**src/rtl/xcom_pkg.sv**
```systemverilog
// xcom link definitions
package xcom_pkg;

  ////////////////////
  // link constants
  ////////////////////

  // receive channels and the width of a channel index
  localparam int NCH   = 2;
  localparam int NCH_W = (NCH > 1) ? $clog2(NCH) : 1;

  localparam int XCOM_WORD_W = 32;
  localparam int XCOM_HDR_W  = 8;
  // start bit, header and the longest data field
  localparam int XCOM_FRAME_W = 1 + XCOM_HDR_W + XCOM_WORD_W;

  ////////////////////
  // basic types
  ////////////////////

  typedef logic [XCOM_WORD_W-1:0] xcom_word_t;
  typedef logic [3:0]             xcom_id_t;
  // half period of the link clock is 2*(tick+1) cycles
  typedef logic [2:0]             cfg_tick_t;

  // data length code, header bits 6:5
  typedef enum logic [1:0] {
    LEN_NONE = 2'b00,
    LEN_8    = 2'b01,
    LEN_16   = 2'b10,
    LEN_32   = 2'b11
  } xcom_len_e;

  // function code, header bits 4:0
  typedef enum logic [4:0] {
    FN_WRITE_WORD  = 5'h01,
    FN_PROC_START  = 5'h02,
    FN_PROC_STOP   = 5'h03,
    FN_TIME_RST    = 5'h04,
    FN_TIME_UPDATE = 5'h05
  } xcom_func_e;

  // core opcodes, network ones share the function code value
  typedef enum logic [4:0] {
    OP_WRITE_WORD  = 5'h01,
    OP_PROC_START  = 5'h02,
    OP_PROC_STOP   = 5'h03,
    OP_TIME_RST    = 5'h04,
    OP_TIME_UPDATE = 5'h05,
    OP_SET_ID      = 5'h10
  } xcom_op_e;

  // bit 7 goes out as zero
  typedef struct packed {
    logic       rsvd;
    xcom_len_e  len;
    xcom_func_e func;
  } xcom_header_t;

  // number of data bits that follow the header
  function automatic int unsigned len_bits(input xcom_len_e len);
    case (len)
      LEN_8:   return 8;
      LEN_16:  return 16;
      LEN_32:  return 32;
      default: return 0;
    endcase
  endfunction

endpackage

```
**src/rtl/xcom_tx_if.sv**
```systemverilog
// xcom transmit request interface
`timescale 1ns/1ps

interface xcom_tx_if
  import xcom_pkg::*;
();

  // one cycle request, only while busy is low
  logic         req;
  // header and word, held stable by the decoder
  xcom_header_t header;
  xcom_word_t   data;
  // high from the cycle after req until the last bit is out
  logic         busy;

  // command decoder side
  modport cmd (
    output req,
    output header,
    output data,
    input  busy
  );

  // serializer side
  modport tx (
    input  req,
    input  header,
    input  data,
    output busy
  );

endinterface

```
**src/rtl/xcom_cmd.sv**
```systemverilog
// xcom command decoder
`timescale 1ns/1ps

module xcom_cmd
  import xcom_pkg::*;
(
  input  logic       i_ps_clk,
  input  logic       i_ps_rstn,
  input  logic       i_core_en,
  input  xcom_op_e   i_core_op,
  input  xcom_word_t i_core_data,
  output xcom_id_t   o_xcom_id,
  output logic       o_core_ready,
  xcom_tx_if.cmd     tx
);

  logic         pending;
  logic         accept;
  logic         is_net;
  xcom_func_e   net_func;
  xcom_id_t     id_q;
  xcom_header_t hdr_q;
  xcom_word_t   data_q;

  // fixed data length for each function
  function automatic xcom_len_e func_len(input xcom_func_e fn);
    case (fn)
      FN_WRITE_WORD,
      FN_TIME_UPDATE: return LEN_32;
      default:        return LEN_NONE;
    endcase
  endfunction

  ////////////////////
  // decode
  ////////////////////

  always_comb begin
    case (i_core_op)
      OP_WRITE_WORD,
      OP_PROC_START,
      OP_PROC_STOP,
      OP_TIME_RST,
      OP_TIME_UPDATE: is_net = 1'b1;
      default:        is_net = 1'b0;
    endcase
  end

  // network opcode maps straight onto its function
  assign net_func = xcom_func_e'(i_core_op);

  // strobes while not ready are dropped
  assign accept       = i_core_en && o_core_ready;
  assign o_core_ready = !pending && !tx.busy;

  ////////////////////
  // control state
  ////////////////////

  always_ff @(posedge i_ps_clk) begin
    if (!i_ps_rstn) begin
      pending <= 1'b0;
      id_q    <= '0;
    end else begin
      // request leaves on the cycle after the strobe
      if (tx.req) begin
        pending <= 1'b0;
      end else if (accept && is_net) begin
        pending <= 1'b1;
      end
      // local command, ready stays up
      if (accept && i_core_op == OP_SET_ID) begin
        id_q <= i_core_data[3:0];
      end
    end
  end

  // request payload, held until the next accepted command
  always_ff @(posedge i_ps_clk) begin
    if (accept && is_net) begin
      hdr_q.rsvd <= 1'b0;
      hdr_q.len  <= func_len(net_func);
      hdr_q.func <= net_func;
      data_q     <= i_core_data;
    end
  end

  assign tx.req    = pending && !tx.busy;
  assign tx.header = hdr_q;
  assign tx.data   = data_q;
  assign o_xcom_id = id_q;

endmodule

```
**src/rtl/xcom_tx.sv**
```systemverilog
// xcom frame serializer
`timescale 1ns/1ps

module xcom_tx
  import xcom_pkg::*;
(
  input  logic      i_ps_clk,
  input  logic      i_ps_rstn,
  input  cfg_tick_t i_cfg_tick,
  xcom_tx_if.tx     tx,
  output logic      o_xcom_clk,
  output logic      o_xcom_data
);

  logic                    busy;
  logic                    clk_q;
  logic                    dat_q;
  logic [3:0]              half_cnt;
  logic                    half_end;
  logic                    bit_end;
  logic [5:0]              bits_left;
  logic [5:0]              frame_bits;
  logic [XCOM_FRAME_W-1:0] frame;
  logic [XCOM_FRAME_W-1:0] shreg;

  ////////////////////
  // frame build
  ////////////////////

  // start bit, header, then data pushed up against the header, msb first
  assign frame = {1'b1,
                  tx.header,
                  tx.data << (XCOM_WORD_W - len_bits(tx.header.len))};

  // bits that follow the start bit
  assign frame_bits = 6'(XCOM_HDR_W + len_bits(tx.header.len));

  ////////////////////
  // link clock
  ////////////////////

  // last cycle of a half period of 2*(tick+1) cycles
  assign half_end = (half_cnt == {i_cfg_tick, 1'b1});
  // falling edge of the link clock closes a bit period
  assign bit_end  = half_end && clk_q;

  always_ff @(posedge i_ps_clk) begin
    if (!i_ps_rstn) begin
      busy      <= 1'b0;
      clk_q     <= 1'b0;
      dat_q     <= 1'b0;
      half_cnt  <= '0;
      bits_left <= '0;
    end else if (!busy) begin
      half_cnt <= '0;
      clk_q    <= 1'b0;
      if (tx.req) begin
        busy      <= 1'b1;
        // start bit goes out with the clock low
        dat_q     <= frame[XCOM_FRAME_W-1];
        bits_left <= frame_bits;
      end
    end else if (half_end) begin
      half_cnt <= '0;
      clk_q    <= ~clk_q;
      if (bit_end) begin
        if (bits_left == '0) begin
          // frame done, both lines back to idle low
          busy  <= 1'b0;
          dat_q <= 1'b0;
        end else begin
          // next bit while the clock is low
          dat_q     <= shreg[XCOM_FRAME_W-1];
          bits_left <= bits_left - 6'd1;
        end
      end
    end else begin
      half_cnt <= half_cnt + 4'd1;
    end
  end

  ////////////////////
  // shift register
  ////////////////////

  // holds the bits not yet on the line, msb next
  always_ff @(posedge i_ps_clk) begin
    if (!busy && tx.req) begin
      shreg <= frame << 1;
    end else if (busy && bit_end) begin
      shreg <= shreg << 1;
    end
  end

  assign tx.busy     = busy;
  assign o_xcom_clk  = clk_q;
  assign o_xcom_data = dat_q;

endmodule

```
**src/rtl/xcom_rx.sv**
```systemverilog
// xcom frame deserializer
`timescale 1ns/1ps

module xcom_rx
  import xcom_pkg::*;
(
  input  logic           i_ps_clk,
  input  logic           i_ps_rstn,
  input  logic [NCH-1:0] i_xcom_clk,
  input  logic [NCH-1:0] i_xcom_data,
  output logic           o_frame_done,
  output xcom_header_t   o_header,
  output xcom_word_t     o_data
);

  typedef enum logic [1:0] {RX_IDLE, RX_HDR, RX_DATA} rx_state_e;

  logic [NCH-1:0]   clk_meta;
  logic [NCH-1:0]   clk_sync;
  logic [NCH-1:0]   clk_prev;
  logic [NCH-1:0]   dat_meta;
  logic [NCH-1:0]   dat_sync;
  logic [NCH-1:0]   rise;
  rx_state_e        state;
  logic [NCH_W-1:0] ch_q;
  logic [NCH_W-1:0] start_ch;
  logic             start_hit;
  logic             sel_rise;
  logic             sel_bit;
  logic             last_hdr;
  logic             last_dat;
  logic [5:0]       bit_cnt;
  xcom_header_t     hdr_sr;
  xcom_header_t     hdr_next;
  xcom_word_t       data_sr;
  xcom_word_t       data_next;

  ////////////////////
  // sync and edges
  ////////////////////

  always_ff @(posedge i_ps_clk) begin
    if (!i_ps_rstn) begin
      clk_meta <= '0;
      clk_sync <= '0;
      clk_prev <= '0;
      dat_meta <= '0;
      dat_sync <= '0;
    end else begin
      clk_meta <= i_xcom_clk;
      clk_sync <= clk_meta;
      clk_prev <= clk_sync;
      dat_meta <= i_xcom_data;
      dat_sync <= dat_meta;
    end
  end

  assign rise = clk_sync & ~clk_prev;

  // start bit on any channel, lowest index wins
  always_comb begin
    start_hit = 1'b0;
    start_ch  = '0;
    for (int i = NCH - 1; i >= 0; i--) begin
      if (rise[i] && dat_sync[i]) begin
        start_hit = 1'b1;
        start_ch  = NCH_W'(i);
      end
    end
  end

  // locked channel
  assign sel_rise  = rise[ch_q];
  assign sel_bit   = dat_sync[ch_q];
  assign hdr_next  = xcom_header_t'({hdr_sr[XCOM_HDR_W-2:0], sel_bit});
  assign data_next = {data_sr[XCOM_WORD_W-2:0], sel_bit};
  assign last_hdr  = (state == RX_HDR) && sel_rise && (bit_cnt == '0);
  assign last_dat  = (state == RX_DATA) && sel_rise && (bit_cnt == '0);

  ////////////////////
  // frame FSM
  ////////////////////

  always_ff @(posedge i_ps_clk) begin
    if (!i_ps_rstn) begin
      state        <= RX_IDLE;
      ch_q         <= '0;
      bit_cnt      <= '0;
      o_frame_done <= 1'b0;
    end else begin
      o_frame_done <= 1'b0;
      case (state)
        RX_IDLE: if (start_hit) begin
          ch_q    <= start_ch;
          bit_cnt <= 6'(XCOM_HDR_W - 1);
          state   <= RX_HDR;
        end
        RX_HDR: if (sel_rise) begin
          if (bit_cnt != '0) begin
            bit_cnt <= bit_cnt - 6'd1;
          end else if (len_bits(hdr_next.len) == 0) begin
            // header only frame
            o_frame_done <= 1'b1;
            state        <= RX_IDLE;
          end else begin
            bit_cnt <= 6'(len_bits(hdr_next.len) - 1);
            state   <= RX_DATA;
          end
        end
        RX_DATA: if (sel_rise) begin
          if (bit_cnt != '0) begin
            bit_cnt <= bit_cnt - 6'd1;
          end else begin
            o_frame_done <= 1'b1;
            state        <= RX_IDLE;
          end
        end
        default: state <= RX_IDLE;
      endcase
    end
  end

  // shift registers and frame result
  always_ff @(posedge i_ps_clk) begin
    // cleared while idle so short data lands right aligned
    if (state == RX_IDLE) begin
      data_sr <= '0;
    end else if (state == RX_DATA && sel_rise) begin
      data_sr <= data_next;
    end
    if (state == RX_HDR && sel_rise) begin
      hdr_sr <= hdr_next;
    end
    if (last_hdr) begin
      o_header <= hdr_next;
      o_data   <= '0;
    end
    if (last_dat) begin
      o_header <= hdr_sr;
      o_data   <= data_next;
    end
  end

endmodule

```
**src/rtl/xcom_exec.sv**
```systemverilog
// xcom received frame executor
`timescale 1ns/1ps

module xcom_exec
  import xcom_pkg::*;
(
  input  logic         i_ps_clk,
  input  logic         i_ps_rstn,
  input  logic         i_frame_done,
  input  xcom_header_t i_header,
  input  xcom_word_t   i_data,
  output logic         o_proc_start,
  output logic         o_proc_stop,
  output logic         o_time_rst,
  output logic         o_time_update,
  output xcom_word_t   o_time_update_data,
  output logic         o_core_valid,
  output xcom_word_t   o_core_data1,
  output xcom_word_t   o_core_data2
);

  logic hit_start;
  logic hit_stop;
  logic hit_trst;
  logic hit_tupd;
  logic hit_word;

  ////////////////////
  // function decode
  ////////////////////

  // unknown codes match nothing
  assign hit_start = i_frame_done && (i_header.func == FN_PROC_START);
  assign hit_stop  = i_frame_done && (i_header.func == FN_PROC_STOP);
  assign hit_trst  = i_frame_done && (i_header.func == FN_TIME_RST);
  assign hit_tupd  = i_frame_done && (i_header.func == FN_TIME_UPDATE);
  assign hit_word  = i_frame_done && (i_header.func == FN_WRITE_WORD);

  // one cycle pulses, one per frame
  always_ff @(posedge i_ps_clk) begin
    if (!i_ps_rstn) begin
      o_proc_start  <= 1'b0;
      o_proc_stop   <= 1'b0;
      o_time_rst    <= 1'b0;
      o_time_update <= 1'b0;
      o_core_valid  <= 1'b0;
    end else begin
      o_proc_start  <= hit_start;
      o_proc_stop   <= hit_stop;
      o_time_rst    <= hit_trst;
      o_time_update <= hit_tupd;
      o_core_valid  <= hit_word;
    end
  end

  // payload held until the next frame of the same kind
  always_ff @(posedge i_ps_clk) begin
    if (hit_tupd) begin
      o_time_update_data <= i_data;
    end
    if (hit_word) begin
      // header zero extended into the first report word
      o_core_data1 <= {{(XCOM_WORD_W - $bits(xcom_header_t)){1'b0}}, i_header};
      o_core_data2 <= i_data;
    end
  end

endmodule

```
**src/rtl/xcom_top.sv**
```systemverilog
// xcom link top level
`timescale 1ns/1ps

module xcom_top
  import xcom_pkg::*;
(
  input  logic           i_ps_clk,
  input  logic           i_ps_rstn,
  // core command port
  input  logic           i_core_en,
  input  xcom_op_e       i_core_op,
  input  xcom_word_t     i_core_data,
  output logic           o_core_ready,
  output logic           o_core_valid,
  output xcom_word_t     o_core_data1,
  output xcom_word_t     o_core_data2,
  // control outputs
  output logic           o_proc_start,
  output logic           o_proc_stop,
  output logic           o_time_rst,
  output logic           o_time_update,
  output xcom_word_t     o_time_update_data,
  output xcom_id_t       o_xcom_id,
  // link
  input  cfg_tick_t      i_cfg_tick,
  input  logic [NCH-1:0] i_xcom_clk,
  input  logic [NCH-1:0] i_xcom_data,
  output logic           o_xcom_clk,
  output logic           o_xcom_data
);

  logic         frame_done;
  xcom_header_t rx_header;
  xcom_word_t   rx_data;

  ////////////////////
  // transmit path
  ////////////////////

  xcom_tx_if tx_if ();

  xcom_cmd xcom_cmd_i (
    .i_ps_clk     (i_ps_clk),
    .i_ps_rstn    (i_ps_rstn),
    .i_core_en    (i_core_en),
    .i_core_op    (i_core_op),
    .i_core_data  (i_core_data),
    .o_xcom_id    (o_xcom_id),
    .o_core_ready (o_core_ready),
    .tx           (tx_if.cmd)
  );

  xcom_tx xcom_tx_i (
    .i_ps_clk    (i_ps_clk),
    .i_ps_rstn   (i_ps_rstn),
    .i_cfg_tick  (i_cfg_tick),
    .tx          (tx_if.tx),
    .o_xcom_clk  (o_xcom_clk),
    .o_xcom_data (o_xcom_data)
  );

  ////////////////////
  // receive path
  ////////////////////

  xcom_rx xcom_rx_i (
    .i_ps_clk     (i_ps_clk),
    .i_ps_rstn    (i_ps_rstn),
    .i_xcom_clk   (i_xcom_clk),
    .i_xcom_data  (i_xcom_data),
    .o_frame_done (frame_done),
    .o_header     (rx_header),
    .o_data       (rx_data)
  );

  xcom_exec xcom_exec_i (
    .i_ps_clk           (i_ps_clk),
    .i_ps_rstn          (i_ps_rstn),
    .i_frame_done       (frame_done),
    .i_header           (rx_header),
    .i_data             (rx_data),
    .o_proc_start       (o_proc_start),
    .o_proc_stop        (o_proc_stop),
    .o_time_rst         (o_time_rst),
    .o_time_update      (o_time_update),
    .o_time_update_data (o_time_update_data),
    .o_core_valid       (o_core_valid),
    .o_core_data1       (o_core_data1),
    .o_core_data2       (o_core_data2)
  );

endmodule

```
**config.mk**
```make
export PLATFORM = sky130hd
export DESIGN_NAME = xcom_top
export DESIGN_NICKNAME = d
export VERILOG_FILES = /design/src/rtl/xcom_pkg.sv /design/src/rtl/xcom_tx_if.sv /design/src/rtl/xcom_cmd.sv /design/src/rtl/xcom_tx.sv /design/src/rtl/xcom_rx.sv /design/src/rtl/xcom_exec.sv /design/src/rtl/xcom_top.sv
export SDC_FILE = /design/constraint.sdc
export NUM_CORES = 1
export LEC_CHECK = 0
export BUFFER_PORTS_ARGS = -buffer_cell sky130_fd_sc_hd__buf_4
export CORE_MARGIN = 5
export CORE_UTILIZATION = 59
export CTS_BUF_LIST = sky130_fd_sc_hd__clkbuf_8
export DETAILED_ROUTE_END_ITERATION = 10
export MAX_ROUTING_LAYER = met4
export PLACE_DENSITY_LB_ADDON = 0.15
export REMOVE_ABC_BUFFERS = 1
export SETUP_SLACK_MARGIN = 0.5
export SKIP_CTS_REPAIR_TIMING = 1
export SLEW_MARGIN = 20
export SYNTH_ARGS = -nofsm -noshare
export SYNTH_HDL_FRONTEND = slang
export SYNTH_SLANG_ARGS = --single-unit
```
**constraint.sdc**
```tcl
create_clock -name i_ps_clk -period 5.11 [get_ports i_ps_clk]
set_input_delay 1.022 -clock i_ps_clk [delete_from_list [all_inputs] [get_ports i_ps_clk]]
set_output_delay 1.022 -clock i_ps_clk [all_outputs]
set_load 0.03 [all_outputs]
```
==> metrics.md <==
| Metric | Value |
|---|---|
| R2R Path Start | xcom_rx_i.bit_cnt[5] |
| CP Max Fanout | 31 |
| Die ar. | 0.0199 mm^2 |
| Post-route minimum period | 2710 ps |
| Max Clock Skew | 32.3 ps |
| Reg2reg path depth | 4 |
| Maximum vdd drop | 0.244 mV |
| Clk sinks | 272 |
| Fmax achieved | 0.369 GHz |
| Pin count of the biggest net entering global routing | 65 |
| CP arrival | 2900 ps |
| Final worst-path cycle share | 53.1% |
| Via count | 6136 |
| Initial detailed-routing violation count | 442 |
| Vias in the first global route | 6053 |
| FP Rows | 47 |
| Compound-gate portion of the synthesized area | 4.63% |
| Leak Pwr | 0.00464 uW |
| RSZ-0062 raised after global routing | no |
| Critical path class | register to register |
| HP Class | register to register |
| Slew HR | 38.0% |
| Number of I/O port buffers | 130 |
| Layout cells sized above 1 | 23.2% |
| Startpoint types | register |
| Dominant synthesized flop cell | edfxtp_1 |
| Max cap viols | 0 |
| Routed WL per cell | 15.8 um |
| Setup crit end | xcom_rx_i.o_data[23] |
| First-pass GRT wire length | 29700 um |
| CP required | 5290 ps |
| CTS tree | built |
| Final setup margin | 2400 ps |
| Synth Register Bits | 272 |
| Post-synthesis cell area | 0.0101 mm^2 |
| Finish-stage setup viols | 0 |
| Setup WS pre-CTS | 2350 ps |
| Multiplexer share of the synthesized area | 1.15% |
| Simple-gate share of the synthesized area | 14.6% |
| Crit. Startpoint | xcom_rx_i.bit_cnt[5] |
| Synth Area in XOR/XNOR | 0.953% |
| DR WL met2 | 9220 um |
| Total grt overflow | 0 |
| R2R Path End | xcom_rx_i.o_data[23] |
| Adder-Cell Fraction of Synth Area | 1.36% |
| Chip Height | 141 um |
| Core Footprint | 0.0167 mm^2 |
| Number of buffers created by CTS | 42 |
| Largest family of logic cells by synthesized area | simple AND/OR/NAND/NOR gates |
| Synthesized instance count | 772 |
| Cell Pwr Density | 376 mW/mm^2 |
| Final wirelength | 18500 um |
| Max layer used | met4 |
| Area Overhead vs Synth | 18.9% |
| Pre-antenna DRT Iters | 5 |
| N_diodes | 0 |
| Post-synthesis sequential area ratio | 73.4% |
| Slew Limit Fails | 0 |
| Yosys warns | 0 |
| RePlAce Congestion | 0.878 |
| Setup TNS | 0 ps |
| Async SR Flop Fraction | 0% |
| Post-synth EDFFs | 198 |
| Final net count | 976 |
| H-tree depth | 2 |
| Clock transition at path regs | 60 ps |
| Antenna violations before repair | 0 |
| Reg2Reg Setup Slack | 2400 ps |
| Vias per inst | 5.24 |
| Worst-Margin Slew | 928 ps |
| Routed Antenna Nets | 0 |
| Io pins | 155 |
| Final Hold Viols | 0 |
| Outcome | complete, no violations |
| Final HPWL DP | 11900 um |
| Clk Latency, worst-skew pair | 540 ps |
| Clock Tree Root | clkbuf_8 |
| Drc violations | 0 |
| Syn Area/Cell | 13.1 um^2 |
| Initial Utilization | 60.5% |
| Met3 wire len | 1030 um |
| Unique masters post-synth | 56 |
| CP Capture Type | register |
| Wl on met1 | 7890 um |
| Gr usage total | 18.9% |
| Die X | 141 um |
| Clk buf depth | 3 |
state kept, by name (all words and copies together), names as in the netlist, 2 cells and up:
name                            count
xcom_rx_i.clk_sync                  2
xcom_exec_i.o_core_data2           32
xcom_cmd_i.tx.header                6
xcom_rx_i.hdr_next                  7
xcom_tx_i.half_cnt                  4
xcom_rx_i.clk_meta                  2
xcom_tx_i.bits_left                 6
xcom_exec_i.o_time_update_data     32
xcom_rx_i.state                     2
xcom_rx_i.dat_sync                  2
xcom_rx_i.clk_prev                  2
xcom_tx_i.shreg                    40
xcom_rx_i.o_data                   32
xcom_rx_i.o_header                  8
xcom_rx_i.dat_meta                  2
xcom_cmd_i.tx.data                 32
xcom_rx_i.bit_cnt                   6
xcom_cmd_i.o_xcom_id                4
xcom_rx_i.data_sr                  31
xcom_exec_i.o_core_data1            8
metal layers:
metal  vias to the layer above  track usage [%]
li1                       2976                -
met1                      2936             24.2
met2                       192             30.0
met3                        32             4.06
met4                         0             6.78
met5                         -                -
layout make-up:
cell class                      instances  area, um^2
Clock buffer                           51         702
Clock inverter                         25        96.3
Fill cell                            1172        4680
Inverter                               13        48.8
Multi-Input combinational cell        449        2420
Sequential cell                       272        7430
Tap cell                              220         275
Timing Repair Buffer                  140        1050
cells in the mapped netlist (5+ instances only):
master    count  area share [%]
edfxtp_1    198              59
nand2_1     161             6.0
dfxtp_1      74              15
a21oi_1      41             2.0
nand3_1      40             2.0
nor2_1       36             1.3
and3_1       34             2.1
clkbuf_1     34             1.3
buf_4        24             1.8
inv_1        13            0.48
and2_1       12            0.74
ha_1         11             1.4
o21ai_0       8            0.40
mux2i_1       6            0.59
nor3_1        6            0.30
xnor2_1       6            0.52
mux2_2        5            0.56
or2_2         5            0.31
xor2_1        5            0.43
critical path, stage by stage, from the launching register on:
cell     delay [ps]
dfxtp_1         350
or3_1           470
or2_2           350
nor3_2          700
buf_4           500
cell families after synthesis:
group / after synthesis
flops: 272
xor+xnor: 11
other cells: 1
mux: 11
fa+ha+maj: 11
compound gates: 72
buf+inv: 74
simple gates: 320
power by group:
part | internal [uW] | switching (uW) | leakage [uW] | total (uW)
Combinational | 133 | 280 | 0.00184 | 412
Sequential | 2410 | 27.7 | 0.00233 | 2440
Clock | 898 | 776 | 0.000474 | 1670
Total | 3440 | 1080 | 0.00464 | 4520
through the flow:
step	util (%)	total power [uW]	instance area, um^2	hold WS, ps	cells
floorplan	-	2750	9860	400	734
global placement	67.1	2860	11200	408	1093
detailed placement	67.1	2890	11200	415	1093
CTS	71.9	4560	12000	425	1169
global route	72.0	4730	12000	432	1170
finish	72.0	4520	12000	424	1170
placed cells by master (no fill, tap or decap), types with 6 or more instances in the layout:
cell / synthesis / routed
edfxtp_1: 198 / 198
nand2_1: 161 / 161
buf_4: 24 / 139
dfxtp_1: 74 / 74
clkbuf_8: 1 / 51
a21oi_1: 41 / 41
nand3_1: 40 / 40
nor2_1: 36 / 36
and3_1: 34 / 34
inv_1: 13 / 30
conb_1: 1 / 24
and2_1: 12 / 12
ha_1: 11 / 10
o21ai_0: 8 / 8
mux2i_1: 6 / 6
xnor2_1: 6 / 6
clkinv_1: 0 / 6
worst min-delay path by stage:
| stage | from | end | slack, ps | cells past startpoint |
|---|---|---|---|---|
| after floorplan | xcom_rx_i.o_header[5] | xcom_exec_i.o_core_data1[5] | 400 | 0 |
| after global placement | xcom_rx_i.o_header[5] | xcom_exec_i.o_core_data1[5] | 410 | 0 |
| after detailed placement | xcom_rx_i.o_header[5] | xcom_exec_i.o_core_data1[5] | 420 | 0 |
| after CTS | xcom_rx_i.o_header[5] | xcom_exec_i.o_core_data1[5] | 420 | 0 |
| after global routing | xcom_rx_i.o_header[5] | xcom_exec_i.o_core_data1[5] | 430 | 0 |
| final | xcom_rx_i.o_header[5] | xcom_exec_i.o_core_data1[5] | 420 | 0 |
No activity file was read; power rests on OpenSTA's default activity.
